`src/theiaPkg.sv`:
```
// --------------------------------------------------
// Shared widths, row type and host address map
// Host address holds component in [1:0], row in [5:2]
// Component field 3 is a hole and is never written
// Upper host address bits are ignored by the core
// --------------------------------------------------

package theiaPkg;

  // --------------------------------------------------
  // Host bus
  // --------------------------------------------------
  localparam int WbWidth = 32;         // Wishbone data and address

  // --------------------------------------------------
  // Scene rows
  // --------------------------------------------------
  localparam int CompWidth = 32;       // One vector component
  localparam int Components = 3;       // x, y, z

  localparam int RowAddrWidth = 4;     // Row index inside a bank
  localparam int RowsPerBank = 2 ** RowAddrWidth;

  // One scene row, component 0 in the low word
  typedef logic [Components-1:0][CompWidth-1:0] rowT;

  // --------------------------------------------------
  // Frame and output memory
  // --------------------------------------------------
  localparam int PairCount = 8;        // Row pairs per frame
  localparam int OmemAddrWidth = 3;    // One result per pair

  // --------------------------------------------------
  // Host address map
  // --------------------------------------------------
  localparam int CompLsb = 0;          // Component field lsb
  localparam int CompFieldWidth = 2;   // Bits 1..0
  localparam int RowLsb = 2;           // Row field lsb, bits 5..2

endpackage

```
`src/sceneMemory.sv`:
```
// --------------------------------------------------
// Double-buffered scene memory, two banks of 16 rows
// Loader writes the bank that is not selected
// Reads always come from the selected bank
// Written data shows up on reads only after a flip
// --------------------------------------------------
`timescale 1ns/10ps

module sceneMemory (
  input  logic                              Clock,
  input  logic                              rstN,
  input  logic                              flip,    // Swap banks, one cycle strobe
  input  logic                              wrEn,
  input  logic [theiaPkg::RowAddrWidth-1:0] wrRow,
  input  logic [theiaPkg::Components-1:0]   wrLane,  // One-hot component mask
  input  logic [theiaPkg::CompWidth-1:0]    wrData,
  input  logic [theiaPkg::RowAddrWidth-1:0] rdRowA,
  input  logic [theiaPkg::RowAddrWidth-1:0] rdRowB,
  output theiaPkg::rowT                     rowA,
  output theiaPkg::rowT                     rowB
);

  // --------------------------------------------------
  // Storage
  // --------------------------------------------------
  theiaPkg::rowT bank0 [theiaPkg::RowsPerBank];
  theiaPkg::rowT bank1 [theiaPkg::RowsPerBank];

  logic bankSel;                  // Compute bank, 0 after reset

  // Bank select toggles on every flip
  always_ff @(posedge Clock or negedge rstN) begin
    if (!rstN) begin
      bankSel <= 1'b0;
    end else if (flip) begin
      bankSel <= ~bankSel;
    end
  end

  // --------------------------------------------------
  // Lane-masked write into the loading bank
  // --------------------------------------------------
  always_ff @(posedge Clock) begin
    for (int lane = 0; lane < theiaPkg::Components; lane++) begin
      if (wrEn && wrLane[lane]) begin
        if (bankSel) begin
          bank0[wrRow][lane] <= wrData;   // Bank 1 computing
        end else begin
          bank1[wrRow][lane] <= wrData;   // Bank 0 computing
        end
      end
    end
  end

  // --------------------------------------------------
  // Two registered read ports, compute bank only
  // --------------------------------------------------
  always_ff @(posedge Clock) begin
    if (bankSel) begin
      rowA <= bank1[rdRowA];
      rowB <= bank1[rdRowB];
    end else begin
      rowA <= bank0[rdRowA];
      rowB <= bank0[rdRowB];
    end
  end

endmodule

```
`config.mk`:
```
export PLATFORM = sky130hd
export DESIGN_NAME = sceneMemory
export DESIGN_NICKNAME = d
export VERILOG_FILES = /design/src/theiaPkg.sv /design/src/sceneMemory.sv
export SDC_FILE = /design/constraint.sdc
export NUM_CORES = 2
export LEC_CHECK = 0
export BUFFER_PORTS_ARGS = -buffer_cell sky130_fd_sc_hd__buf_2
export CORE_MARGIN = 10
export CORE_UTILIZATION = 39
export CTS_BUF_LIST = sky130_fd_sc_hd__clkbuf_4 sky130_fd_sc_hd__clkbuf_8
export DETAILED_ROUTE_END_ITERATION = 16
export PLACE_DENSITY_LB_ADDON = 0.08
export SLEW_MARGIN = 20
export SYNTH_ARGS = -nofsm -noshare
export SYNTH_HDL_FRONTEND = slang
export SYNTH_SLANG_ARGS = --single-unit
```
`constraint.sdc`:
```
create_clock -name Clock -period 7.6 [get_ports Clock]
set_clock_uncertainty 0.05 [all_clocks]
set_input_delay 0.76 -clock Clock [delete_from_list [all_inputs] [get_ports Clock]]
set_output_delay 0.76 -clock Clock [all_outputs]
set_load 0.03 [all_outputs]
```
# Word level (Yosys, flattened, before mapping)
# Memory sizes are Yosys's and may differ from the RTL's.
# Cells that the tools add are included.
# word_totals
ff_bits	193
latch_bits	0
ramBits	3072
mem_bits_ro	0
word_cells	29
memories	2
# classes
n_addsub	0
mul	0
n_div	0
order_cmp	0
eq_ne	0
n_shift	0
muxes	16
bitwise_logic	1
n_reduce_logical	3
# mem_list
name	words	width	read_ports	rd_clocked_by_memory_dff	write_ports	line_no	rtl
bank0	16	96	2	0	1	sceneMemory.sv:26	theiaPkg::rowT bank0 [theiaPkg::RowsPerBank];
bank1	16	96	2	0	1	sceneMemory.sv:27	theiaPkg::rowT bank1 [theiaPkg::RowsPerBank];
# op_table
op	count
96-bit two-way mux	2
1-bit two-way mux	14
1-bit logical AND	3
1-bit inverter	1

# Longest topological paths before layout
# depth
depth_word	3
depth_mapped	9

# Worst setup path after synthesis
# Ideal clock, no wire load.
# synth_timing
path_type	input port to flip-flop
start	input wrEn
end	memory bank1[11][64] in the netlist's numbering (enable)
arrival_ns	2.701
required_time_ns	7.129
setup_slack_ns	4.428
path_stages	4
path_cell_list	nor2b_1 > nand2_1 > clkbuf_1 > nor2_1
# synth_via
elab_chain_len	3
# synth_rtl
element	line_no	rtl
start: declaration	sceneMemory.sv:13	input logic wrEn,
1-bit logical AND	sceneMemory.sv:45	if (wrEn && wrLane[lane]) begin
1-bit two-way mux	sceneMemory.sv:45	
1-bit two-way mux (not written as such)	sceneMemory.sv:49	bank1[wrRow][lane] <= wrData;
end: declaration	sceneMemory.sv:27	
# Every way passes these cells.

# Worst setup path in the final report
# layout_timing
start	register bankSel
end	memory bank0[3][77] in the netlist's numbering (enable)
# layout_via
elab_chain_len	3
# layout_rtl
element	line_no	rtl
start: declaration	sceneMemory.sv:29	logic bankSel;
start signal: assignment	sceneMemory.sv:36	bankSel <= ~bankSel;
1-bit two-way mux	sceneMemory.sv:46	if (bankSel) begin
1-bit two-way mux	sceneMemory.sv:45	
1-bit two-way mux (not written as such)	sceneMemory.sv:47	bank0[wrRow][lane] <= wrData;
end: declaration	sceneMemory.sv:26	
# Every way passes these cells.

==> results.sh <==
export IMPL_status="completed"
export IMPL_clock_power_share_pct=37.8
export IMPL_highest_layer="met5"
export IMPL_gp_congestion=0.846
export IMPL_post_route_period_util_pct=56.9
export IMPL_min_period_ns=4.32
export IMPL_cts_made_buffers=582
export IMPL_finalSetupViolations=0
export IMPL_nNetsFinal=8751
export IMPL_synth_common_cells="edfxtp_1, mux2i_1, a22oi_1, mux4_2, nand3_1"
export IMPL_power_mw=45.4
export IMPL_clkSlewWorstSetupHoldPaths_ns=0.06
export IMPL_critPathArrivalTime_ns=5.11
export IMPL_coreArea_um2=369000
export IMPL_r2r_end="bank0[3][77]"
export IMPL_met2RoutedLength_um=284000
export IMPL_dr_total_vias=93500
export IMPL_hp_class="primary input to flop"
export IMPL_postSynthCellCount=8187
export IMPL_ys_seq_area_share_pct=66.4
export IMPL_r2r_slack_ns=3.28
export IMPL_final_max_slew_viol_count=0
export IMPL_die_x_um=629
export IMPL_final_cell_area_um2=165000
export IMPL_vias_per_cell=6.60
export IMPL_path_class="flop to flop"
export IMPL_reg2reg_from="bankSel"
export IMPL_drc=0
export IMPL_wl_met1_um=241000
export IMPL_max_slew_margin_pct=17.2
export IMPL_initial_core_util_pct=39.2
export IMPL_ys_types=33
export IMPL_port_buffers=242
export IMPL_syn_num_nets=8238
export IMPL_ys_seq_elements=3265
export IMPL_ir_worst_vdd_mv=0.192
export IMPL_dp_slack_ns=2.92
export IMPL_routed_wl_um=619000
export IMPL_maxCapViolCount=0
export IMPL_min_from="rdRowB[1]"
export IMPL_antenna_left=0
export IMPL_cts_tree="yes"
export IMPL_antenna_found_initial=81
export IMPL_min_path_cells=5
export IMPL_place_area_um2=153000
export IMPL_die_h_um=629
export IMPL_reg2reg_depth=3
export IMPL_syn2layout_area_growth_pct=14.3
export IMPL_clkSinkCount=3265
export IMPL_hpwl_um=343000
export IMPL_worstPathRequired_ns=8.39
export IMPL_rows=223
export IMPL_p_int_mw=31.5
export IMPL_power_frac_comb_pct=15.9
export IMPL_grt_overflow=0
export IMPL_p_sw_mw=14.0
export IMPL_max_clock_freq_mhz=231
export IMPL_swShare_pct=30.7
export IMPL_pwr_share_seq_pct=46.3
export IMPL_min_to="rowB[21]"
export IMPL_wl_per_cell_um=43.7
export IMPL_die_area_um2=396000
export IMPL_grt_max_degree=126
export IMPL_hold_viol_final=0
export IMPL_drive_gt1_share_pct=26.8
export IMPL_synth_area_um2=145000
export IMPL_grt_pass1_wl_um=826000
export IMPL_htree_levels=6
export IMPL_rsz0062_at_grt="false"
export IMPL_endpoint_kind="flop"
export IMPL_async_reset_ff_share_pct=0.0306
export IMPL_cts_root_buf="clkbuf_8"
export IMPL_synth_ff_type="edfxtp_1"
export IMPL_path_max_fanout=36
export IMPL_post_cts_resized=0
export IMPL_postSynthAreaPerCell_um2=17.7
export IMPL_clock_path_buffers=4
export IMPL_grt_pass1_vias=93200
export IMPL_synth_edf_count=3072
export IMPL_tightestPinTransition_ns=1.24
export IMPL_synth_area_leaders="edfxtp_1, mux4_2, mux2i_1"
export IMPL_seqCellArea_um2=96100
export IMPL_multi_input_area_um2=46600
export IMPL_dr_pass1_iters=6
export IMPL_p_per_area_nw_per_um2=275
export IMPL_routed_wl_met3_um=63300
export IMPL_synth_most_common_cell="edfxtp_1"
export IMPL_critPathLaunchType="flop"
export IMPL_layout_setup_ws_ns=3.28
export IMPL_tns_ns=0
export IMPL_synth_top_cell_area_share_pct=63.8
export IMPL_yosysWarningCount=0
export IMPL_leakagePower_nw=55.8
export IMPL_drtIter0Drc=14300
export IMPL_final_core_util_pct=44.8
export IMPL_clock_latency_ns=1.26
export IMPL_grt_usage_pct=30.1
export IMPL_yosysTopAreaCell="edfxtp_1"
export IMPL_num_io_pins=243
export IMPL_fillerInstances=32000
[worst max-delay path: stages, from the launching register on]
cell	delay, ns
dfrtp_4	0.89
nand3_2	0.97
nor2_4	1.16
buf_4	0.68
[cells in the final DEF (no fill, tap or decap), drive strengths merged, types with 28 or more instances in the layout]
cell type / count
nand2: 89
nand3: 380
clkbuf: 832
nand4: 174
mux4: 784
clkinv: 182
nor2: 111
dlygate4sd3: 28
a21oi: 72
nor2b: 34
buf: 545
dfxtp: 192
a22oi: 1023
edfxtp: 3072
mux2i: 1505
[cells by family after synthesis]
family / after synthesis / share of synthesized area [%]
AOI/OAI and AO/OA: 1166 / 5.94
xor gates and xnor gates: 1 / 0.00606
buffers and inverters: 644 / 2.09
DFF: 3265 / 66.4
muxes: 2289 / 22.6
and+or+nand+nor: 822 / 2.90
[registers in the layout, summed over array words and instances (netlist names)]
name,flops
bank1,1536
bankSel,1
bank0,1536
rowB,96
rowA,96
[power groups by stage]
| stage | Combinational (mW) | Sequential, mW | Clock [mW] |
|---|---|---|---|
| global placement | 7.07 | 21.4 | 0 |
| CTS | 7.11 | 21.1 | 17.4 |
| finish | 7.21 | 21.1 | 17.2 |
| floorplan | 2.62 | 21.8 | 0 |
| global route | 7.32 | 21.1 | 18.2 |
| detailed placement | 7.08 | 21.4 | 0 |
[timing repair]
action | 4_1_cts | 5_1_grt
buffers inserted | 0 | 0
hold buffers | 27 | 1
endpoints found under the hold margin | 625 | 32
[metal layers]
metal | GRT usage, % | up-vias
met1 | 40.4 | 50200
met4 | 12.4 | 28
met3 | 6.95 | 1387
met5 | 0 | -
li1 | - | 35600
met2 | 47.4 | 6221
[worst max-delay path by stage]
| stage | cells past startpoint | start | slack [ns] | to |
|---|---|---|---|---|
| final | 3 | bankSel | 3.28 | bank0[3][77] |
| after global routing | 3 | bankSel | 3.38 | bank0[3][77] |
| after CTS | 3 | bankSel | 3.37 | bank0[15][94] |
| after detailed placement | 7 | rdRowA[1] | 2.92 | rowA[76] |
| after global placement | 7 | rdRowA[1] | 2.89 | rowA[80] |
| after floorplan | 4 | wrEn | 4.43 | bank1[11][64] |
[layout make-up]
class / count / area share [%]
tap: 4950 / 3.75
clock inverter: 239 / 1.04
timing repair buffer: 573 / 2.63
sequential: 3265 / 58.1
antenna: 27 / 0.0409
clock buffer: 832 / 6.21
multi-input combinational: 4278 / 28.2
[stage by stage]
stage	cells	hold WS (ns)
3_5_place_dp	13000	0.485
6_report	14200	0.150
2_1_floorplan	8187	0.414
3_3_place_gp	13000	0.485
4_1_cts	14100	0.0681
5_1_grt	14100	0.141
No activity file was read; power rests on OpenSTA's default activity.
