File: src/theiaPkg.sv
// --------------------------------------------------
// Shared widths, row type and host address map
// Host address holds component in [1:0], row in [5:2]
// Component field 3 is a hole and is never written
// Upper host address bits are ignored by the core
// --------------------------------------------------

package theiaPkg;

  // --------------------------------------------------
  // Host bus
  // --------------------------------------------------
  localparam int WbWidth = 32;         // Wishbone data and address

  // --------------------------------------------------
  // Scene rows
  // --------------------------------------------------
  localparam int CompWidth = 32;       // One vector component
  localparam int Components = 3;       // x, y, z

  localparam int RowAddrWidth = 4;     // Row index inside a bank
  localparam int RowsPerBank = 2 ** RowAddrWidth;

  // One scene row, component 0 in the low word
  typedef logic [Components-1:0][CompWidth-1:0] rowT;

  // --------------------------------------------------
  // Frame and output memory
  // --------------------------------------------------
  localparam int PairCount = 8;        // Row pairs per frame
  localparam int OmemAddrWidth = 3;    // One result per pair

  // --------------------------------------------------
  // Host address map
  // --------------------------------------------------
  localparam int CompLsb = 0;          // Component field lsb
  localparam int CompFieldWidth = 2;   // Bits 1..0
  localparam int RowLsb = 2;           // Row field lsb, bits 5..2

endpackage

File: src/vectorExecUnit.sv
// --------------------------------------------------
// Fixed dot-product pipeline over eight row pairs
// Pair k reads rows 2k and 2k+1, result to address k
// Issue, read, multiply, sum: 3 cycles issue to write
// start to finish is always 11 cycles
// start must not repeat while a frame is running
// --------------------------------------------------
`timescale 1ns/10ps

module vectorExecUnit (
  input  logic                               Clock,
  input  logic                               rstN,
  input  logic                               start,
  output logic [theiaPkg::RowAddrWidth-1:0]  rdRowA,
  output logic [theiaPkg::RowAddrWidth-1:0]  rdRowB,
  input  theiaPkg::rowT                      rowA,
  input  theiaPkg::rowT                      rowB,
  output logic [theiaPkg::CompWidth-1:0]     omemData,
  output logic [theiaPkg::OmemAddrWidth-1:0] omemAddr,
  output logic                               omemWe,
  output logic                               finish
);

  localparam logic [theiaPkg::OmemAddrWidth-1:0] LastPair =
    theiaPkg::OmemAddrWidth'(theiaPkg::PairCount - 1);

  logic                               busy;        // Pairs 1..7 pending
  logic [theiaPkg::OmemAddrWidth-1:0] pairCnt;
  logic [theiaPkg::OmemAddrWidth-1:0] issueIdx;
  logic                               issueValid;

  logic                               readValid;   // Row data stage
  logic [theiaPkg::OmemAddrWidth-1:0] readIdx;
  logic                               prodValid;   // Product stage
  logic [theiaPkg::OmemAddrWidth-1:0] prodIdx;
  theiaPkg::rowT                      prodQ;
  logic [theiaPkg::CompWidth-1:0]     prodSum;

  // --------------------------------------------------
  // Issue, pair 0 goes out in the start cycle
  // --------------------------------------------------
  always_ff @(posedge Clock or negedge rstN) begin
    if (!rstN) begin
      busy    <= 1'b0;
      pairCnt <= '0;
    end else if (start) begin
      busy    <= 1'b1;
      pairCnt <= theiaPkg::OmemAddrWidth'(1);
    end else if (busy) begin
      pairCnt <= pairCnt + 1'b1;
      if (pairCnt == LastPair) begin
        busy <= 1'b0;               // Last pair issued
      end
    end
  end

  assign issueValid = start || busy;
  assign issueIdx   = busy ? pairCnt : '0;
  assign rdRowA     = {issueIdx, 1'b0};   // Row 2k
  assign rdRowB     = {issueIdx, 1'b1};   // Row 2k+1

  // --------------------------------------------------
  // Valid and index shift line
  // --------------------------------------------------
  always_ff @(posedge Clock or negedge rstN) begin
    if (!rstN) begin
      readValid <= 1'b0;
      prodValid <= 1'b0;
      omemWe    <= 1'b0;
      finish    <= 1'b0;
    end else begin
      readValid <= issueValid;
      prodValid <= readValid;
      omemWe    <= prodValid;
      finish    <= omemWe && (omemAddr == LastPair);  // After last write
    end
  end

  // --------------------------------------------------
  // Multiply and accumulate, wrapping 32 bit
  // --------------------------------------------------
  always_ff @(posedge Clock) begin
    readIdx <= issueIdx;
    prodIdx <= readIdx;
    for (int c = 0; c < theiaPkg::Components; c++) begin
      prodQ[c] <= rowA[c] * rowB[c];     // Low word kept
    end
    omemAddr <= prodIdx;
    omemData <= prodSum;
  end

  always_comb begin
    prodSum = '0;
    for (int c = 0; c < theiaPkg::Components; c++) begin
      prodSum = prodSum + prodQ[c];
    end
  end

endmodule

File: config.mk
export PLATFORM = sky130hd
export DESIGN_NAME = vectorExecUnit
export DESIGN_NICKNAME = d
export VERILOG_FILES = /design/src/theiaPkg.sv /design/src/vectorExecUnit.sv
export SDC_FILE = /design/constraint.sdc
export NUM_CORES = 2
export LEC_CHECK = 0
export ABC_AREA = 1
export CORE_ASPECT_RATIO = 0.6
export CORE_MARGIN = 2
export CORE_UTILIZATION = 50
export DETAILED_ROUTE_END_ITERATION = 10
export DONT_BUFFER_PORTS = 1
export GPL_TIMING_DRIVEN = 0
export PLACE_DENSITY = 0.62
export SYNTH_ARGS = -nofsm -noshare
export SYNTH_HDL_FRONTEND = slang
export SYNTH_SLANG_ARGS = --single-unit
File: constraint.sdc
create_clock -name Clock -period 3.2 [get_ports Clock]
set_input_delay 0.32 -clock Clock [delete_from_list [all_inputs] [get_ports Clock]]
set_output_delay 0.32 -clock Clock [all_outputs]
set_load 0.03 [all_outputs]
; Word-level counts from Yosys, hierarchy flattened
; Index checks and enable logic that the tools add are counted.
[word_totals]
word_cells = 30
ff_bits = 145
output_inout_bits = 45
in_bits = 195
[op_classes]
addsub = 3
reduce_logical = 3
eq_ne = 2
mux = 6
mul = 3
[op_table]
columns = operator, count
row1 = $mul 32x32->32, 3
row2 = $add 32x32->32, 2
row3 = $mux 3, 3
row4 = $eq 3x3->1 const B, 2
row5 = $add 3x1->3 const B, 1
row6 = $mux 1, 3
row7 = $reduce_bool 2->1, 1
row8 = $logic_and 1x1->1, 1
row9 = $logic_or 1x1->1, 1

; Logic depth before layout (Yosys ltp)
[depth]
word_depth = 4
depth_mapped = 31
depth_no_buf = 29

; Worst setup path before layout
; No wires, ideal clock.
[synth_timing]
kind = input -> register
startpoint = input port rowB[67] in the netlist's numbering
endpoint = register prodQ[92] in the netlist's numbering
path_stages = 25
setup_time_ns = 0.123
t_arrival_ns = 6.334
path_buffers = 2
required_time_ns = 3.077
path_slack_ns = -3.258
cell_sequence = clkbuf_1 buf_1 nand2_1 inv_1 fa_1 inv_1 fa_1 fa_1 fa_1 inv_1 fa_1 inv_1 fa_1 inv_1 fa_1 fa_1 ha_1 nand4_1 nor3_1 nand4_1 nand3_1 nand3_1 o21bai_1 a21oi_1 xor2_1
[synth_via]
elab_chain_cells = 1
[synth_lines]
columns = item, line_no
row1 = "start, declared", vectorExecUnit.sv:17  ; input theiaPkg::rowT rowB,
row2 = $mul 32x32->32, vectorExecUnit.sv:86  ; prodQ[c] <= rowA[c] * rowB[c];
row3 = "end signal, assigned by index", vectorExecUnit.sv:86
row4 = "end, declared", vectorExecUnit.sv:36  ; theiaPkg::rowT prodQ;
; Every way passes these cells.
; A chain may end at the register's enable or synchronous reset.

; Final worst setup path
[layout_timing]
startpoint = input port rowB[2] in the netlist's numbering
endpoint = register prodQ[29] in the netlist's numbering
; The elaborated chain is that of the path after synthesis.

==> impl_metrics.env <==
export IMPL_remaining_drc_errors=0
export IMPL_timing_final_hold_violations=0
export IMPL_drtAntennaViolNets=0
export IMPL_min_period_ns=6.30
export IMPL_dieArea_um2=113000
export IMPL_numCtsBuffers=17
export IMPL_fillCellCount=9656
export IMPL_r2r_start="prodQ[33]$_DFF_P_"
export IMPL_die_height_um=261
export IMPL_htree_levels=4
export IMPL_grt_pass1_vias=47166
export IMPL_globalplace_congestion=1.06
export IMPL_finClkSkew_ns=0.0259
export IMPL_clk_pin_slew_ns=0.07
export IMPL_critical_path_required_ns=3.52
export IMPL_coreArea_um2=109000
export IMPL_setup_viol=79
export IMPL_io_pins=240
export IMPL_nets=9291
export IMPL_dp_hpwl_um=176000
export IMPL_tightest_slew_ns=1.14
export IMPL_vias=46925
export IMPL_io_buffer_count=0
export IMPL_synthCells=7108
export IMPL_ys_flop_type="dfxtp_1"
export IMPL_status="complete, but fails checks"
export IMPL_ys_ff_latch=145
export IMPL_crit_type="input port to register"
export IMPL_hold_path_class="input port to register"
export IMPL_ys_async_sr_fraction=0.0552
export IMPL_clock_sinks=145
export IMPL_crit_path_max_fanout=5
export IMPL_via_per_inst=5.28
export IMPL_violations="negative setup slack"
export IMPL_yosysWarningCount=0
export IMPL_grtUsageTotal=0.377
export IMPL_yosysSeqAreaShare=0.0534
export IMPL_cts_tree="built"
export IMPL_hp_start="start"
export IMPL_cts_max_path_buffers=2
export IMPL_hold_ws_ns=0.0810
export IMPL_die_w_um=433
export IMPL_min_period_over_period=1.97
export IMPL_cts_root_buf="clkbuf_16"
export IMPL_max_slew_margin=0.238
export IMPL_clk_latency_ns=0.44
export IMPL_drive_above_1_share=0.181
export IMPL_fmax_ghz=0.159
export IMPL_slew_violations=0
export IMPL_grt_pass1_wl_um=309000
export IMPL_syn_to_final_growth_pct=22.2
export IMPL_rows=94
export IMPL_drv_cap=0
export IMPL_synth_nets=8960
export IMPL_grt_max_degree=17
export IMPL_cp_start_kind="input port"
export IMPL_wl_per_cell_um=23.7
export IMPL_drt_iter0_markers=5442
export IMPL_rsz0062_at_grt="yes"
export IMPL_startpoint="rowB[2]"
export IMPL_first_pass_iters=6
export IMPL_synth_cell_type_count=54
export IMPL_end_kind="register"
export IMPL_cp_arrival_ns=6.63
export IMPL_synth_edf_count=0
export IMPL_antenna_found_initial=5
export IMPL_initial_core_util=0.504
export IMPL_synth_area_um2=55100
export IMPL_overflow=0
export IMPL_setup_ws_ns=-3.10
export IMPL_wl_um=211000
export IMPL_synth_avg_cell_area_um2=7.75
==> through the flow <==
step                      cell area, µm²   util  std cells  setup slack, ns  setup TNS [ns]
after global routing               67300  0.616       8892            -3.25         -192.31
after CTS                          65700  0.600       8815            -3.03         -173.14
final                              67300  0.616       8895            -3.10         -182.68
after detailed placement           59400  0.543       8548            -4.58         -240.57
after floorplan                    57600      -       7108            -2.97         -167.72
after global placement             59400  0.543       8548            -4.57         -239.15
==> cells in the final DEF, fill, tap and decap left out, drive strengths merged, types with 2 or more instances in the layout <==
cell type / synthesis / routed
xnor2: 69 / 69
buf: 91 / 420
o21a: 4 / 4
nand3b: 13 / 13
nand2: 2046 / 2046
diode: 0 / 3
dfrtp: 8 / 8
clkbuf: 224 / 224
fa: 1256 / 1256
o21ai: 74 / 74
nand2b: 3 / 3
nor2: 81 / 81
nand3: 132 / 132
a21o: 14 / 14
a221oi: 4 / 4
o21bai: 10 / 10
clkinv: 0 / 2
a21oi: 131 / 131
nor3: 17 / 17
ha: 401 / 401
nand4: 25 / 25
a211oi: 3 / 3
o2111ai: 2 / 2
xor2: 111 / 111
conb: 2 / 2
inv: 2214 / 2224
a21boi: 7 / 7
nor4: 4 / 4
dfxtp: 137 / 137
o31ai: 2 / 2
or2: 5 / 5
o211ai: 4 / 4
a31oi: 11 / 11
==> worst max-delay path: stages <==
cell and delay (ns):
clkbuf_16 0.17, clkbuf_16 0.20, nand2_2 0.08, inv_1 0.05, fa_1 0.54, inv_1 0.05
fa_1 0.53, fa_2 0.50, fa_1 0.58, inv_2 0.06, fa_1 0.46, fa_1 0.61
fa_1 0.45, fa_1 0.54, ha_4 0.24, a21oi_4 0.21, o21ai_2 0.10, a21oi_2 0.16
nand3_4 0.13, nand2_2 0.11, nand2_4 0.06, a31oi_4 0.23, xnor2_4 0.18
==> cells in the mapped netlist (13+ instances only) <==
| master | number | area [µm²] |
|---|---|---|
| inv_1 | 2212 | 8300 |
| nand2_1 | 2033 | 7630 |
| fa_1 | 1256 | 25100 |
| ha_1 | 401 | 5020 |
| clkbuf_1 | 218 | 818 |
| dfxtp_1 | 137 | 2740 |
| nand3_1 | 130 | 651 |
| a21oi_1 | 122 | 611 |
| xor2_1 | 109 | 955 |
| nor2_1 | 81 | 304 |
| xnor2_1 | 68 | 596 |
| o21ai_0 | 59 | 295 |
| buf_2 | 43 | 215 |
| buf_1 | 25 | 93.8 |
| nand4_1 | 25 | 156 |
| buf_4 | 19 | 143 |
| nor3_1 | 16 | 80.1 |
| a21o_1 | 14 | 105 |
| nand2_2 | 13 | 81.3 |
| nand3b_1 | 13 | 97.6 |
==> layer usage <==
metal,wire (µm),global-route usage,vias up
li1,-,-,20495
met1,95400,0.590,23491
met2,73700,0.454,2742
met3,39700,0.207,189
met4,2150,0.0360,8
met5,184,0.00861,-
==> path summary, 6_finish.rpt <==
kind                                         to  slack, ns  depth (start not counted)
min                         readValid$_DFF_PN0_       0.08                          2
max                           prodQ[29]$_DFF_P_      -3.10                         23
min reg2reg                 omemAddr[0]$_DFF_P_       0.32                          0
max in group asynchronous        busy$_DFF_PN0_       2.68                          1
min in group asynchronous      finish$_DFF_PN0_       0.24                          1
max reg2reg                omemData[27]$_DFF_P_       0.19                         12
==> state kept, by name, summed over array words and instances, names as in the netlist, 3 cells and up <==
register and count:
readIdx 3, prodIdx 3, omemData 32, prodQ 96, pairCnt 3, omemAddr 3
==> cell type report <==
cell class / instances / area, µm² / share of cell area
clock inverter: 14 / 159 / 0.00236
buffer: 314 / 4310 / 0.0639
inverter: 2214 / 8310 / 0.123
clock buffer: 18 / 439 / 0.00652
antenna: 3 / 7.51 / 0.000111
sequential: 145 / 2940 / 0.0437
timing repair buffer: 313 / 2920 / 0.0434
multi-input combinational: 4434 / 46400 / 0.690
tap: 1440 / 1800 / 0.0268
==> kinds of logic after synthesis <==
group | synth area share
AOI/OAI and AO/OA | 0.0290
xor gates and xnor gates | 0.0290
adders and majority gates | 0.548
buffers and inverters | 0.175
DFF | 0.0534
other | 0.000136
and+or+nand+nor | 0.166
==> timing repair <==
item,in CTS,in global routing
endpoints found under the setup margin,82,82
hold buffers,1,0
resized for setup,848,329
pin swaps,383,292
gates cloned,3,2
hold endpoints to repair,8,0
buffers inserted,232,79
Power is not shown: default switching activity piles up to over one toggle a cycle in this logic, so the estimate is an artifact.
