==> src/coreControl.sv <==
// --------------------------------------------------
// Frame FSM for the host handshake
// hostDataAvail is taken only in idle or done
// flip and dataLatched are one strobe, start follows
// resultCommit and done rise the cycle after finish
// --------------------------------------------------
`timescale 1ns/10ps

module coreControl (
  input  logic Clock,
  input  logic rstN,
  input  logic hostDataAvail,
  input  logic finish,
  output logic flip,
  output logic dataLatched,
  output logic start,
  output logic resultCommit,
  output logic done
);

  typedef enum logic [1:0] {
    StIdle,
    StLatch,     // Banks swapped, start next
    StRun,       // Executor busy
    StDone       // Results committed
  } stateT;

  stateT state;
  stateT nextState;
  logic  accept;       // Data available, frame not running
  logic  flipQ;
  logic  startQ;
  logic  commitQ;

  assign accept = hostDataAvail && ((state == StIdle) || (state == StDone));

  // --------------------------------------------------
  // Next state
  // --------------------------------------------------
  always_comb begin
    nextState = state;
    case (state)
      StIdle:  if (accept) nextState = StLatch;
      StLatch: nextState = StRun;
      StRun:   if (finish) nextState = StDone;
      StDone:  if (accept) nextState = StLatch;
      default: nextState = StIdle;
    endcase
  end

  // --------------------------------------------------
  // State and registered strobes
  // --------------------------------------------------
  always_ff @(posedge Clock or negedge rstN) begin
    if (!rstN) begin
      state   <= StIdle;
      flipQ   <= 1'b0;
      startQ  <= 1'b0;
      commitQ <= 1'b0;
    end else begin
      state   <= nextState;
      flipQ   <= accept;
      startQ  <= (state == StLatch);
      commitQ <= (state == StRun) && finish;
    end
  end

  assign flip         = flipQ;
  assign dataLatched  = flipQ;             // Host view of the latch
  assign start        = startQ;
  assign resultCommit = commitQ;
  assign done         = (state == StDone); // Held until next accept

endmodule

==> config.mk <==
export PLATFORM = sky130hd
export DESIGN_NAME = coreControl
export DESIGN_NICKNAME = d
export VERILOG_FILES = /design/src/coreControl.sv
export SDC_FILE = /design/constraint.sdc
export NUM_CORES = 1
export LEC_CHECK = 0
export BUFFER_PORTS_ARGS = -buffer_cell sky130_fd_sc_hd__buf_2
export CORE_AREA = 5 5 42 44
export CTS_BUF_LIST = sky130_fd_sc_hd__clkbuf_4 sky130_fd_sc_hd__clkbuf_8 sky130_fd_sc_hd__clkbuf_16
export CTS_CLUSTER_SIZE = 8
export DETAILED_ROUTE_END_ITERATION = 8
export DIE_AREA = 0 0 47 49
export HOLD_SLACK_MARGIN = 0.15
export MAX_ROUTING_LAYER = met4
export PLACE_DENSITY = 0.36
export SKIP_CTS_REPAIR_TIMING = 1
export SLEW_MARGIN = 20
export SYNTH_ARGS = -nofsm -noshare
export SYNTH_HDL_FRONTEND = slang
export SYNTH_SLANG_ARGS = --single-unit
==> constraint.sdc <==
create_clock -name Clock -period 3.9 [get_ports Clock]
set_clock_uncertainty 0.2 [all_clocks]
set_input_delay 0.39 -clock Clock [delete_from_list [all_inputs] [get_ports Clock]]
set_output_delay 0.39 -clock Clock [all_outputs]
set_load 0.03 [all_outputs]
Yosys cells after proc, flatten, opt, wreduce, memory -nomap -nowiden
Index checks and enable logic that the tools add are counted.
- eq/ne operators: 5
- reductions and logical operators: 6
- mux-type cells: 3
- operators by type and width (operator ; count):
    2-bit case mux with 3 select lines ; 1
    2-bit equality test, second input constant ; 2
    2-bit 2-to-1 mux ; 2
    2-bit by 1-bit equality test with 1-bit output, second input constant ; 1
    1-bit logical AND ; 2
    2-bit logical NOT ; 1
    2-bit by 1-bit inequality test with 1-bit output, second input constant ; 1
    2-bit inequality test, second input constant ; 1
    2-bit AND reduction ; 1
    2-bit OR reduction ; 1
    1-bit logical OR ; 1
- logic and storage cells: 18
- bits in registers: 5
- input port bits: 4
- output and inout bits: 5

Longest topological paths before layout
Gate-level depths: netlist of run 1.
- depth in word-level cells: 5
- depth in mapped cells: 5

Worst setup path before layout of run 1
OpenSTA, ideal clock, no wires.
- kind: flip-flop to flip-flop
- start point: reg state[0]
- end point: reg state[0]
- period minus slack after synthesis: 1338 ps
- stages on the path, launching flop included: 5
- arrival: 1059 ps
- setup slack: 2562 ps
- path buffers: 0
- setup time: 79 ps
- cells stage by stage: dfrtp_1 -> inv_1 -> ha_1 -> a21oi_2 -> mux2i_1
- word-level cells in the longest chain between the ends: 5
- ends and longest elaborated chain (what ; line ; text):
    start, declared ; 28 ; stateT state;
    start signal, assigned ; 56 ; state <= StIdle;
    start signal, assigned ; 61 ; state <= nextState;
    2-bit equality test / 2-bit logical NOT (equally long branches) ; 35, 42 ;
    1-bit logical OR ; 35 ; assign accept = hostDataAvail && ((state == StIdle) || (state == StDone));
    1-bit logical AND ; 35 ;
    2-bit by 1-bit inequality test with 1-bit output (no line) ; - ;
    2-bit AND reduction (no line) ; - ;
Parallel ways exist; a longest one is shown, timed or not.
A chain may end at the register's enable or synchronous reset.

Worst setup path after layout of run 1
- start point: reg state[0]
- end point: out done
- word-level cells in the longest chain between the ends: 1
- ends and longest elaborated chain (what ; line ; text):
    2-bit equality test ; 72 ; assign done = (state == StDone);
    end, declared ; 18 ; output logic done
No other way between the ends.

==> results of run 1 <==
## final timing paths
path	end	startpoint	cells after the start	slack [ns]
worst min register to register	state[1]	state[1]	2	0.38
worst max-delay path	done	state[0]	2	2.28
worst max register to register	state[0]	state[0]	4	2.47
worst min-delay path	dataLatched	hostDataAvail	2	0.20
min in group asynchronous	start	rstN	2	0.30
max in group asynchronous	resultCommit	rstN	2	3.06
## worst register-to-register path: cells and delay by family (launching register included)
family,cells,cell delay [ns]
mux,1,0.19
buf+inv,1,0.08
compound gates,1,0.17
fa+ha+maj,1,0.33
flops,1,0.39
## cells in the mapped netlist
cell type / n
dfrtp_1: 5
ha_1: 4
inv_1: 3
o21ai_0: 2
a21oi_2: 1
and2_1: 1
and2_2: 1
buf_4: 1
mux2i_1: 1
nor2b_4: 1
## cells by family (layout without fill, tap and decap cells)
| group | count (synthesis) | after routing | synth area share, % |
|---|---|---|---|
| DFF | 5 | 5 | 50.0 |
| adders and majority gates | 4 | 4 | 20.0 |
| buffers and inverters | 4 | 16 | 7.50 |
| AOI/OAI and AO/OA | 3 | 3 | 7.50 |
| and+or+nand+nor | 3 | 3 | 11.0 |
| muxes | 1 | 1 | 4.00 |
## power by group through the flow
stage	Clock [uW]	Combinational (uW)	Sequential (uW)
after CTS	68.0	138	87.3
after floorplan	0	87.3	110
after global placement	0	136	86.8
final	66.9	135	87.4
after global routing	74.2	151	90.6
after detailed placement	0	138	88.1
## routing by layer
layer  vias to the layer above  wire [um]
met2                         6        224
li1                         85          -
met3                         0         44
met5                         -          0
met1                        80        169
met4                         0          0
## metrics by stage
step                cells  hold slack, ns  cell area [um^2]  utilization (%)
finish                 48           0.197               343             24.5
global route           48           0.187               343             24.5
CTS                    47          -0.243               333             23.8
detailed placement     43          0.0119               303             21.6
global placement       43          0.0107               303             21.6
floorplan              20          -0.106               250                -
## sequential cells by signal, indices dropped and copies added (netlist names)
register	flops
dataLatched	1
start	1
state	2
resultCommit	1
## cell type report
class / instances / area share [%]
sequential: 5 / 36.5
tap: 16 / 5.84
multi-input combinational: 11 / 31.0
inverter: 3 / 3.28
clock buffer: 4 / 8.76
timing repair buffer: 9 / 14.6
==> impl_metrics.env, run 1 <==
export IMPL_status="completed"
export IMPL_portBuffers=8
export IMPL_route_detailed_drc=0
export IMPL_path_cells="ha_1 -> buf_2"
export IMPL_clk_latency_ns=0.24
export IMPL_dr_pass1_iters=2
export IMPL_area_growth_pct=37.0
export IMPL_synth_cell_type_count=10
export IMPL_grt_pass1_vias=186
export IMPL_tns_ns=0
export IMPL_place_ws_ns=2.45
export IMPL_dp_hpwl_um=367
export IMPL_ys_top_cells_by_area="dfrtp_1 50%, ha_1 20%, nor2b_4 5.5%, inv_1 4.5%, mux2i_1 4.0%"
export IMPL_critPathLaunchType="flop"
export IMPL_grt_ovfl_total=0
export IMPL_fin_nets=41
export IMPL_ys_seq_area_share_pct=50.0
export IMPL_max_freq_mhz=618
export IMPL_wire_per_inst_um=9.13
export IMPL_cts_sinks=5
export IMPL_power_uw=290
export IMPL_diodes=0
export IMPL_synth_warnings=0
export IMPL_cts_htree_levels=1
export IMPL_post_route_period_util_pct=41.5
export IMPL_slew_violations=0
export IMPL_synth_nets=28
export IMPL_place_congestion=0.721
export IMPL_rows=14
export IMPL_yosysTopAreaCellShare_pct=50.0
export IMPL_fin_crit_ns=1.62
export IMPL_num_vias=171
export IMPL_power_share_sequential_pct=30.2
export IMPL_path_buf_inv=1
export IMPL_grt_use_met2_pct=6.33
export IMPL_critPathCaptureType="primary output"
export IMPL_cts_tree="built"
export IMPL_sw_frac_of_total_pct=42.0
export IMPL_pwr_share_clk_pct=23.1
export IMPL_yosysTopAreaCell="dfrtp_1"
export IMPL_rsz0062_at_grt="no"
export IMPL_finalHoldViolCount=0
export IMPL_ir_worst_vdd_mv=0.198
export IMPL_p_comb_share_pct=46.8
export IMPL_clk_pin_slew_ns=0.05
export IMPL_ys_ff_latch=5
export IMPL_critPathKind="reg2out"
export IMPL_syn_avg_cell_area_um2=12.5
export IMPL_setup_viol=0
export IMPL_cp_max_fo=4
export IMPL_initial_core_util_pct=17.9
export IMPL_setup_slack_ns=2.28
export IMPL_cts_root_buf="clkbuf_4"
export IMPL_worstMarginPinSlew_ns=0.109
export IMPL_die_x_um=47
export IMPL_grt_use_total_pct=5.51
export IMPL_vias_per_cell=3.56
export IMPL_grt_use_met1_pct=4.45
export IMPL_netlist_area_um2=250
export IMPL_syn_inst=20
export IMPL_cts_made_buffers=3
export IMPL_wirelength_um=438
export IMPL_cp_top_family="flip-flops"
export IMPL_grt_met3_usage_pct=3.69
export IMPL_antenna_found_initial=0
export IMPL_slew_headroom_pct=92.5
export IMPL_required_ns=3.31
export IMPL_slowest_stage="dfrtp_1"
export IMPL_fp_dieH_um=49
export IMPL_drt_initial_drc_count=2
export IMPL_p_leak_uw=0.000189
export IMPL_ant_nets=0
export IMPL_worstPathArrival_ns=1.03
export IMPL_critPathMaxStageDelay_ns=0.41
export IMPL_core_area_um2=1400
export IMPL_power_switching_uw=122
export IMPL_hp_class="in2reg"
export IMPL_multi_input_area_um2=106
export IMPL_layout_common_cells="8 x buf_2, 5 x dfrtp_1, 4 x ha_1, 4 x clkbuf_4, 3 x inv_1"
export IMPL_final_common_cell="buf_2"
export IMPL_cts_buffer_depth=2
export IMPL_grt_pass1_wl_um=745
export IMPL_intPower_uw=168
export IMPL_seq_area_um2=125
export IMPL_fillCellCount=165
export IMPL_io_pins=9
export IMPL_grt_busiest_layer="met4"
export IMPL_maxCapViolCount=0
export IMPL_drive_gt1_share_pct=46.9
export IMPL_grt_max_degree=6
export IMPL_p_per_area_nw_per_um2=845
export IMPL_dieArea_um2=2300
Power figures use the tool's default switching activity.
==> run 2, diff against run 1 <==
==> constraint.sdc (replaced) <==
create_clock -name Clock -period 1.65 [get_ports Clock]
set_clock_uncertainty 0.2 [all_clocks]
set_input_delay 0.165 -clock Clock [delete_from_list [all_inputs] [get_ports Clock]]
set_output_delay 0.165 -clock Clock [all_outputs]
set_load 0.03 [all_outputs]
==> run 2 against run 1 <==
  * Power is 140% higher
  * Worst hold slack improved by 0.19 ns
  * Via count grew 2.3%
  * First-iteration DRC count is 100% lower
  * Final cell count is 6.3% higher
  * Combinational power is 140% higher
  * Final area is 8.8% higher
  * Critical endpoint is now state[0]
==> impl_metrics.env, run 2 (synthesis results as in run 1) <==
export IMPL_initial_core_util_pct=17.9
export IMPL_clk_pin_slew_ns=0.04
export IMPL_max_freq_mhz=700
export IMPL_cts_tree="built"
export IMPL_cp_top_family="flip-flops"
export IMPL_multi_input_area_um2=106
export IMPL_cts_made_buffers=3
export IMPL_ant_nets=0
export IMPL_dieArea_um2=2300
export IMPL_io_pins=9
export IMPL_route_detailed_drc=0
export IMPL_post_route_period_util_pct=86.6
export IMPL_wire_per_inst_um=8.51
export IMPL_status="completed"
export IMPL_hp_class="reg2reg"
export IMPL_num_vias=175
export IMPL_portBuffers=8
export IMPL_layout_common_cells="8 x buf_2, 5 x dfrtp_1, 4 x ha_1, 4 x clkbuf_4, 4 x dlygate4sd3_1"
export IMPL_r2r_cells=4
export IMPL_grt_pass1_vias=185
export IMPL_finalHoldViolCount=0
export IMPL_dp_hpwl_um=356
export IMPL_hold_end="start"
export IMPL_cts_htree_levels=1
export IMPL_fp_dieH_um=49
export IMPL_slowest_stage="dfrtp_1"
export IMPL_antenna_found_initial=0
export IMPL_fillCellCount=159
export IMPL_power_uw=683
export IMPL_diodes=0
export IMPL_instances_no_fill=51
export IMPL_vias_per_cell=3.43
export IMPL_r2r_end="state[0]"
export IMPL_area_growth_pct=49.0
export IMPL_drive_gt1_share_pct=42.9
export IMPL_required_ns=1.61
export IMPL_whs_path_depth=1
export IMPL_path_buf_inv=1
export IMPL_path_cells="inv_1 -> ha_1 -> a21oi_2 -> mux2i_1"
export IMPL_largest_register_ffs=2
export IMPL_grt_use_total_pct=5.07
export IMPL_cts_buffer_depth=2
export IMPL_final_common_cell="buf_2"
export IMPL_drt_initial_drc_count=0
export IMPL_grt_busiest_layer="met4"
export IMPL_top_register="state"
export IMPL_rsz0062_at_grt="no"
export IMPL_slew_violations=0
export IMPL_cts_sinks=5
export IMPL_core_area_um2=1400
export IMPL_critPathMaxStageDelay_ns=0.39
export IMPL_place_congestion=0.693
export IMPL_r2r_setup_slack_ns=0.22
export IMPL_dr_pass1_iters=1
export IMPL_fin_nets=44
export IMPL_grt_max_degree=6
export IMPL_clk_latency_ns=0.24
export IMPL_fin_crit_ns=1.43
export IMPL_p_per_area_nw_per_um2=1830
export IMPL_critPathCaptureType="flop"
export IMPL_grt_met3_usage_pct=1.48
export IMPL_maxCapViolCount=0
export IMPL_worstMarginPinSlew_ns=0.230
export IMPL_wirelength_um=434
export IMPL_grt_use_met1_pct=4.67
export IMPL_p_leak_uw=0.000202
export IMPL_startpoint="state[0]"
export IMPL_dp_cells=43
export IMPL_r2r_start="state[0]"
export IMPL_whs_ns=0.383
export IMPL_cp_max_fo=4
export IMPL_critPathKind="reg2reg"
export IMPL_cts_root_buf="clkbuf_4"
export IMPL_slew_headroom_pct=84.6
export IMPL_die_x_um=47
export IMPL_grt_pass1_wl_um=731
export IMPL_ir_worst_vdd_mv=0.367
export IMPL_setup_viol=0
export IMPL_grt_ovfl_total=0
export IMPL_hold_path_startpoint="state[0]"
export IMPL_grt_use_met2_pct=6.11
export IMPL_critPathLaunchType="flop"
export IMPL_rows=14
export IMPL_worstPathArrival_ns=1.39
export IMPL_seq_area_um2=125
export IMPL_tns_ns=0
-- run 2: power by group --
group | internal (uW) | leakage (uW) | total [uW] | switching, uW
Sequential | 174 | 0.0000607 | 206 | 32.4
Combinational | 119 | 0.000123 | 323 | 204
Clock | 108 | 0.0000184 | 154 | 46.3
Total | 401 | 0.000202 | 683 | 282
-- run 2: worst max path at each step --
stage                           to  slack, ns  cells after the start
after detailed placement  state[0]       0.21                      4
final                     state[0]       0.22                      4
after CTS                 state[0]       0.20                      4
after global routing      state[0]        0.1                      4
after floorplan           state[0]       0.31                      4
after global placement    state[0]       0.26                      4
-- run 2: routing by layer --
| metal | vias up | share of wire, % |
|---|---|---|
| li1 | 90 | - |
| met3 | 0 | 9.4 |
| met4 | 0 | 0 |
| met5 | - | 0 |
| met2 | 6 | 51 |
| met1 | 79 | 40 |
-- run 2: worst reg2reg max path: stages (launching register included) --
cell,delay (ns)
dfrtp_1,0.39
inv_1,0.08
ha_1,0.33
a21oi_2,0.17
mux2i_1,0.19
-- run 2: layout make-up --
cell class	count	share of cell area [%]
multi-input cells	11	28.5
well taps	16	5.37
clock buffers	4	8.05
repair buffers	12	21.5
flip-flops and latches	5	33.6
inverters	3	3.02
-- run 2: stage by stage --
step | setup slack (ns) | utilization (%) | instance area (um^2)
final | 0.221 | 26.6 | 373
after global routing | 0.0970 | 26.6 | 373
after CTS | 0.202 | 23.8 | 333
after detailed placement | 0.210 | 21.6 | 303
after global placement | 0.256 | 21.6 | 303
after floorplan | 0.312 | - | 250
