**src/theiaPkg.sv**
```systemverilog
// --------------------------------------------------
// Shared widths, row type and host address map
// Host address holds component in [1:0], row in [5:2]
// Component field 3 is a hole and is never written
// Upper host address bits are ignored by the core
// --------------------------------------------------

package theiaPkg;

  // --------------------------------------------------
  // Host bus
  // --------------------------------------------------
  localparam int WbWidth = 32;         // Wishbone data and address

  // --------------------------------------------------
  // Scene rows
  // --------------------------------------------------
  localparam int CompWidth = 32;       // One vector component
  localparam int Components = 3;       // x, y, z

  localparam int RowAddrWidth = 4;     // Row index inside a bank
  localparam int RowsPerBank = 2 ** RowAddrWidth;

  // One scene row, component 0 in the low word
  typedef logic [Components-1:0][CompWidth-1:0] rowT;

  // --------------------------------------------------
  // Frame and output memory
  // --------------------------------------------------
  localparam int PairCount = 8;        // Row pairs per frame
  localparam int OmemAddrWidth = 3;    // One result per pair

  // --------------------------------------------------
  // Host address map
  // --------------------------------------------------
  localparam int CompLsb = 0;          // Component field lsb
  localparam int CompFieldWidth = 2;   // Bits 1..0
  localparam int RowLsb = 2;           // Row field lsb, bits 5..2

endpackage

```
**src/hostLoader.sv**
```systemverilog
// --------------------------------------------------
// Wishbone slave write port for the scene loader
// One ack per request, the cycle after it is seen
// Host must drop wbStb in the cycle after wbAck
// Reads and component field 3 are acked, no effect
// --------------------------------------------------
`timescale 1ns/10ps

module hostLoader (
  input  logic                              Clock,
  input  logic                              rstN,
  input  logic [theiaPkg::WbWidth-1:0]      wbAdr,
  input  logic [theiaPkg::WbWidth-1:0]      wbDat,
  input  logic                              wbWe,
  input  logic                              wbStb,
  input  logic                              wbCyc,
  output logic                              wbAck,
  output logic                              wrEn,
  output logic [theiaPkg::RowAddrWidth-1:0] wrRow,
  output logic [theiaPkg::Components-1:0]   wrLane,
  output logic [theiaPkg::CompWidth-1:0]    wrData
);

  logic                                  request;   // New, not yet acked
  logic [theiaPkg::CompFieldWidth-1:0]   compField;
  logic [theiaPkg::RowAddrWidth-1:0]     rowField;
  logic [theiaPkg::Components-1:0]       laneMask;
  logic                                  compValid; // Field 0..2 only

  // --------------------------------------------------
  // Address decode
  // --------------------------------------------------
  assign request   = wbStb && wbCyc && !wbAck;  // Block a second ack
  assign compField = wbAdr[theiaPkg::CompLsb +: theiaPkg::CompFieldWidth];
  assign rowField  = wbAdr[theiaPkg::RowLsb +: theiaPkg::RowAddrWidth];

  always_comb begin
    laneMask = '0;
    for (int lane = 0; lane < theiaPkg::Components; lane++) begin
      if (compField == theiaPkg::CompFieldWidth'(lane)) begin
        laneMask[lane] = 1'b1;
      end
    end
  end

  assign compValid = |laneMask;   // Field 3 decodes to no lane

  // --------------------------------------------------
  // Ack and write strobes, aligned to each other
  // --------------------------------------------------
  always_ff @(posedge Clock or negedge rstN) begin
    if (!rstN) begin
      wbAck  <= 1'b0;
      wrEn   <= 1'b0;
      wrLane <= '0;
    end else begin
      wbAck  <= request;
      wrEn   <= request && wbWe && compValid;
      wrLane <= (request && wbWe) ? laneMask : '0;
    end
  end

  // Payload, qualified by wrEn
  always_ff @(posedge Clock) begin
    wrRow  <= rowField;
    wrData <= wbDat[theiaPkg::CompWidth-1:0];
  end

endmodule

```
**config.mk**
```make
export PLATFORM = sky130hd
export DESIGN_NAME = hostLoader
export DESIGN_NICKNAME = d
export VERILOG_FILES = /design/src/theiaPkg.sv /design/src/hostLoader.sv
export SDC_FILE = /design/constraint.sdc
export NUM_CORES = 1
export LEC_CHECK = 0
export BUFFER_PORTS_ARGS = -buffer_cell sky130_fd_sc_hd__buf_2
export CORE_UTILIZATION = 35
export CTS_BUF_LIST = sky130_fd_sc_hd__clkbuf_8
export DETAILED_ROUTE_END_ITERATION = 12
export GPL_TIMING_DRIVEN = 0
export PLACE_DENSITY_LB_ADDON = 0.05
export SYNTH_ARGS = -nofsm -noshare
export SYNTH_HDL_FRONTEND = slang
export SYNTH_SLANG_ARGS = --single-unit
export TNS_END_PERCENT = 30
```
**constraint.sdc**
```tcl
create_clock -name Clock -period 2 [get_ports Clock]
set_input_delay 0.1 -clock Clock [delete_from_list [all_inputs] [get_ports Clock]]
set_output_delay 0.1 -clock Clock [all_outputs]
set_load 0.02 [all_outputs]
```
* Word-level counts from Yosys, hierarchy flattened
Index checks and enable logic that the tools add are counted.
W data, S select, Z words.
** Operators by class
- Shifts and indexed selects :: 0
- $lt $le $gt $ge :: 0
- Divide/modulo/power cells :: 0
- Muxes and demuxes :: 4
- Bitwise operators :: 0
- Equal/unequal tests :: 2
- Reduce and logical (&&, ||, !) cells :: 7
- Add/subtract/negate cells :: 0
- Multipliers :: 0
** Operators with widths (number)
- $logic_and A1 B1 Y1 :: 4
- $mux W1 :: 3
- $mux W3 :: 1
- $reduce_or A3 Y1 :: 1
- $eq A2 B1 Y1 const B :: 1
- $eq A2 B2 Y1 const B :: 1
- $logic_not A2 Y1 :: 1
- $logic_not A1 Y1 :: 1
** Word-level totals
- Bits of input ports :: 69
- Bits in writable memories :: 0
- Bits in registers :: 41
- Memories kept :: 0
- Word-level logic and storage cells :: 18
- Output and inout bits :: 41
- Memory bits (read-only) :: 0
- Latch bits :: 0

* Logic depth before layout (Yosys ltp)
Gate-level depths: netlist (run 1).
- Depth in word-level cells :: 4
- Gate-level depth with buffers :: 2
- Depth with buffers taken out :: 2

* Worst setup path after synthesis (run 1)
No wires, ideal clock.
- Path type :: register to register
- From :: reg wbAck
- To :: reg wrLane[1] in the netlist's numbering
- Cell stages (with the launch flop) :: 3
- Setup slack :: 1.090 ns
- Data arrival time :: 0.830 ns
- Required time :: 1.920 ns
- Buffers on the path :: 0
- Setup time :: 0.080 ns
- Cells stage by stage :: dfrtp_1 nand4b_4 nor3b_2
** On the way
- Longest elaborated chain between the ends :: 4
** RTL lines
- from (decl) :: line hostLoader.sv:17 : output logic wbAck,
- from (signal assigned) :: line hostLoader.sv:57 : wbAck <= request;
- $logic_not A1 Y1 :: line hostLoader.sv:33 : assign request = wbStb && wbCyc && !wbAck;
- $logic_and A1 B1 Y1 :: line hostLoader.sv:33
- $logic_and A1 B1 Y1 :: line hostLoader.sv:59 : wrLane <= (request && wbWe) ? laneMask : '0;
- $mux W3 :: line hostLoader.sv:59
- to (signal assigned) :: line hostLoader.sv:59
- to (decl) :: line hostLoader.sv:20 : output logic [theiaPkg::Components-1:0] wrLane,
No other way between the ends.

* Worst setup path after layout (run 1)
- From :: reg wbAck
- To :: out wbAck
No word-level cell between the ends.

==> flow_summary.toml, run 1 <==
[yosys]
yosysSeqAreaShare = 0.9273
synth.distinct_cells = 8
synth_top_family_by_area = "simple AND/OR/NAND/NOR gates"
synth-seq-cells = 41
synth_xor_area_frac = 0
synthesis.area_um2 = 912.1
netlist_instances = 48
synthAdderAreaFrac = 0
muxShareOfSynthArea = 0
synth-compound-area-share = 0.005487
yosys_warnings = 0
synth_fp_nets = 117
syn_avg_cell_area_um2 = 19.00
synthSimpleGateAreaFrac = 0.06722

[clock_tree]
cts-resized-gates = 0
numCtsBuffers = 5
cts_tree = "done"
clk_pin_slew_worst_paths_ns = 0.06
postCtsSetupBuffers = 0
clk_path_buf_depth = 2
root_buffer = "clkbuf_8"
clock_latency_ns = 0.29
cts.sinks = 41
htree_levels = 2

[detailed_routing]
wl_per_cell_um = 12.17
ant_nets = 0
viasPerCell = 4.019
first_pass_iters = 4
drc = 0
wl_um = 2508
vias = 828
drt-initial-drc-count = 5

[floorplanning]
rows = 18
ioPinCount = 110
dieArea_um2 = 2814
core_um2 = 2477
fp.dieH_um = 53.05
initial_core_util = 0.3682
die_w_um = 53.05

[place]
place.gp.congestion = 0.6171
io_buffers = 83
dp_hpwl_um = 1346

[setup_path]
path_cells = "buf_2"
cp_top_family = "flip-flops"
path_buf_inv = 1
cp-end-kind = "primary output"
critical_path.startpoint_type = "register"
critical_path_required_ns = 1.90
cp_max_fo = 3
crit_type = "register to primary output"
cpMaxStageDelayCell = "dfrtp_1"
crit_cells = 1
slowest_delay_ns = 0.39
worstRegToRegCells = 2
arrival_ns = 0.82

[final_layout]
area_growth_pct = 102.1
drive_gt1_frac = 0.5284
antenna_cells = 0
fin_nets = 244

[power_and_ir_drop]
sequentialPowerShare = 0.514
p_per_area_nw_per_um2 = 917.1
power_leakage_nw = 0.9471
internal-power_mw = 1.330
swShare = 0.2131
comb_power_share = 0.120
power_frac_clock = 0.366
switching_power_mw = 0.3602
max-vdd-ir-drop_mv = 0.7587

[timing]
relSlewSlack = 0.9020
finalHoldViolations = 0
min_period_ns = 0.9241
fin_skew_ns = 0.008950
maxSlewViolCount = 0
fmax_mhz = 1082
holdWs_ns = 0.02125
rsz0062_at_grt = "no"
fin_crit_sh = 0.4621
setup-violations-final = 0
fin_tns_setup_ns = 0
worst_slew_pin_slew_ns = 0.1458

[flow_run]
cap_violations = 0

[hold_path]
hold_depth = 2
hp-class = "primary input to register"

[global_routing]
grt_antenna_before_repair = 0
grt_overflow = 0
grt_pass1_wl_um = 3657
gr-usage-all-layers = 0.2007
grt_max_degree = 14
grt_pass1_vias = 889

[outcome]
status = "finished clean"
==> metal layers <==
metal  up-vias  track usage  routed length [um]
met2        56       0.3608                1416
met5         -            0                   0
li1        405            -                   -
met1       359       0.1652                 786
met4         0       0.1096                  63
met3         8       0.1236                 242
==> final cells by class <==
class	instances	area, um^2
clock buffers	5	68.82
clock inverters	3	38.79
fillers	184	634.4
flip-flops and latches	41	845.8
repair buffers	120	785.8
multi-input cells	7	66.31
well taps	30	37.54
==> worst paths after layout <==
kind,startpoint,to,slack [ns]
worst max-delay path,wbAck,wbAck,1.08
worst min-delay path,wbAdr[0],wrLane[2],0.02
worst max register to register,wbAck,wrLane[1],1.15
worst min register to register,wbAck,wbAck,0.44
max in group asynchronous,rstN,wrLane[2],1.71
min in group asynchronous,rstN,wrEn,0.15
==> layout by cell type (no fill, tap or decap) <==
cell type,synthesis,final
clkbuf_8,0,5
dfxtp_1,36,36
bufinv_16,0,1
a21oi_1,1,1
nor3b_2,2,2
inv_1,0,1
dlygate4sd3_1,0,37
buf_2,0,83
nor3_1,1,1
dfrtp_1,5,5
nand2_1,1,1
nor2_1,1,1
clkinv_2,0,1
nand4b_4,1,1
==> power by group through the flow <==
| stage | clock [mW] | combinational [mW] | sequential, mW |
|---|---|---|---|
| 2_1_floorplan | 0 | 0.00542 | 0.942 |
| 3_3_place_gp | 0 | 0.141 | 0.886 |
| 3_5_place_dp | 0 | 0.143 | 0.887 |
| 4_1_cts | 0.639 | 0.199 | 0.868 |
| 5_1_grt | 0.688 | 0.218 | 0.872 |
| 6_report | 0.618 | 0.203 | 0.869 |
==> cell families (layout without fill, tap and decap cells) <==
kind of cell,count (synthesis),after routing
flip-flops,41,41
AO/OA/AOI/OAI,1,1
AND/OR/NAND/NOR,6,6
buffers and inverters,0,128
==> flip-flops by register name, summed over array words and instances (netlist names) <==
name and cells:
wrData 32, wrRow 4, wrLane 3, wbAck 1, wrEn 1
==> through the flow <==
step / instance area (um^2) / std cells / utilization / total power, mW / setup WS (ns)
floorplan: 912.1 / 48 / - / 0.9473 / 1.090
global placement: 1365 / 161 / 0.5510 / 1.027 / 1.170
detailed placement: 1365 / 161 / 0.5510 / 1.030 / 1.157
CTS: 1843 / 206 / 0.7439 / 1.706 / 1.057
global route: 1843 / 206 / 0.7439 / 1.778 / 1.027
finish: 1843 / 206 / 0.7439 / 1.690 / 1.076
==> synth_stat cells, drive strengths merged <==
cell,count,share of area
nor2,1,0.0041
nor3b,2,0.027
nor3,1,0.0055
dfrtp,5,0.14
nand4b,1,0.026
a21oi,1,0.0055
dfxtp,36,0.79
nand2,1,0.0041
==> what timing repair did <==
item                       4_1_cts  5_1_grt
hold endpoints to repair        41        0
hold buffers                    37        0
setup endpoints to repair        0        0
No activity file was read; power rests on OpenSTA's default activity.
==> run 2: changes to the inputs <==
- CORE_UTILIZATION: 35 -> 29
- clock period: 2 -> 0.8 ns (I/O delays scaled with it)
==> flow_summary.toml, run 2 (synthesized netlist as in run 1, its figures left out) <==
[outcome]
status = "finished with violations"
failed_checks = "setup timing"

[power_and_ir_drop]
power_leakage_nw = 1.012
max-vdd-ir-drop_mv = 1.630
p_per_area_nw_per_um2 = 1977

[final_layout]
final_common_cell = "buf_2"
fin_nets = 248
largest_registers = "wrData x32, wrRow x4, wrLane x3"
ff_latch_area_um2 = 869.6
multi_input_area_um2 = 66.31
stdcell_count = 222
antenna_cells = 0
filler_cell_count = 177
largest_reg_flops = 32
mostFrequentLayoutCells = "buf_2 (46), dlygate4sd3_1 (41), buf_6 (26), dfxtp_2 (18), dfxtp_1 (18)"
area_growth_pct = 130.3
final_core_util = 0.7303
stdcell_area_um2 = 2101
regMostFlops = "wrData"
drive_gt1_frac = 0.6278

[setup_path]
worstRegToRegCells = 2
crit_cells = 1
critical_path_required_ns = 0.76
crit_type = "register to primary output"
crit_start = "wbAck"
r2r_start = "wbAck"
cp-end-kind = "primary output"
path_buf_inv = 1
cp_max_fo = 3
crit_end = "wbAck"
cpMaxStageDelayCell = "dfrtp_2"
path_cells = "buf_6"
rrSetupSlack_ns = -0.07
slowest_delay_ns = 0.42
timing.rr.end = "wrLane[1]"
critical_path.startpoint_type = "register"
cp_top_family = "flip-flops"
arrival_ns = 0.83

[detailed_routing]
vias = 859
drt-initial-drc-count = 8
drc = 0
wl_per_cell_um = 11.17
first_pass_iters = 4
wl_um = 2480
ant_nets = 0
viasPerCell = 3.869

[clock_tree]
numCtsBuffers = 5
cts.sinks = 41
root_buffer = "clkbuf_8"
clock_latency_ns = 0.27
clk_path_buf_depth = 2
clk_pin_slew_worst_paths_ns = 0.07
cts_tree = "done"
htree_levels = 2

[timing]
relSlewSlack = 0.9022
rsz0062_at_grt = "yes"
min_period_ns = 0.8723
fin_tns_setup_ns = -0.3795
setup-violations-final = 9
maxSlewViolCount = 0
fin_crit_sh = 1.090
setup_ws_ns = -0.07234
worst_slew_pin_slew_ns = 0.1456
fmax_mhz = 1146
finalHoldViolations = 0
fin_skew_ns = 0.002557

[floorplanning]
initial_core_util = 0.3171
dieArea_um2 = 3373
die_w_um = 58.08
core_um2 = 2877
rows = 19
fp.dieH_um = 58.08
ioPinCount = 110

[hold_path]
hp-class = "primary input to register"

[global_routing]
grt_max_degree = 14
grtUsageMet3 = 0.07589
grt_pass1_wl_um = 3353
busiest_layer = "met2"
grt_util_met2 = 0.2562
use_met1 = 0.1174
grt_overflow = 0
grt_antenna_before_repair = 0
gr-usage-all-layers = 0.1386
grt_pass1_vias = 847

[place]
place_ws_ns = -0.05196
dpl_cell_area_um2 = 1381
dp_cells = 173
dp_hpwl_um = 1293
io_buffers = 83
place.gp.congestion = 0.6938

[flow_run]
cap_violations = 0
[run 2: cell count changes in the layout (fill, tap and decap cells not counted), moves of 4 or more]
cell,previous run,this run
buf_2,83,46
buf_4,0,11
buf_6,0,26
dfxtp_1,36,18
dfxtp_2,0,18
dlygate4sd3_1,37,41
[run 2: repair_timing]
item | 4_1_cts | 5_1_grt
endpoints found under the setup margin | 15 | 41
hold buffers | 41 | 0
hold endpoints to repair | 46 | 0
resized for setup | 10 | 71
buffers inserted | 0 | 0
[run 2: through the flow]
step                      hold slack [ns]  power, mW
final                             0.06177      4.153
after global routing              0.06268      4.326
after CTS                         0.05554      4.094
after global placement            -0.1451      2.570
after detailed placement          -0.1400      2.574
after floorplan                   -0.2556      2.369
[run 2: power by group]
part	total [mW]	leakage, nW	internal [mW]	switching [mW]
Sequential	2.20	0.371	2.16	0.0427
Clock	1.34	0.0512	0.698	0.647
Combinational	0.607	0.590	0.366	0.241
[run 2: area by class of cell]
| cell class | instances | share of cell area |
|---|---|---|
| Clock inverter | 2 | 0.006552 |
| Multi-Input combinational cell | 7 | 0.03157 |
| Timing Repair Buffer | 124 | 0.4836 |
| Tap cell | 42 | 0.02501 |
| Clock buffer | 6 | 0.03931 |
| Sequential cell | 41 | 0.4139 |
[run 2: how the worst min path moves through the flow]
stage | start | to | cells past startpoint
final | wbWe | wrEn | 3
after global routing | wbWe | wrLane[0] | 3
after CTS | wbWe | wrEn | 3
after detailed placement | rstN | wrLane[2] | 1
after global placement | rstN | wrLane[2] | 1
after floorplan | rstN | wbAck | 0
[run 2: routing by layer]
layer / wire length (um) / vias to the layer above / part of all wire
met1: 837 / 385 / 0.34
met4: 29 / 0 / 0.012
met5: 0 / - / 0
met3: 288 / 4 / 0.12
li1: - / 413 / -
met2: 1324 / 57 / 0.53
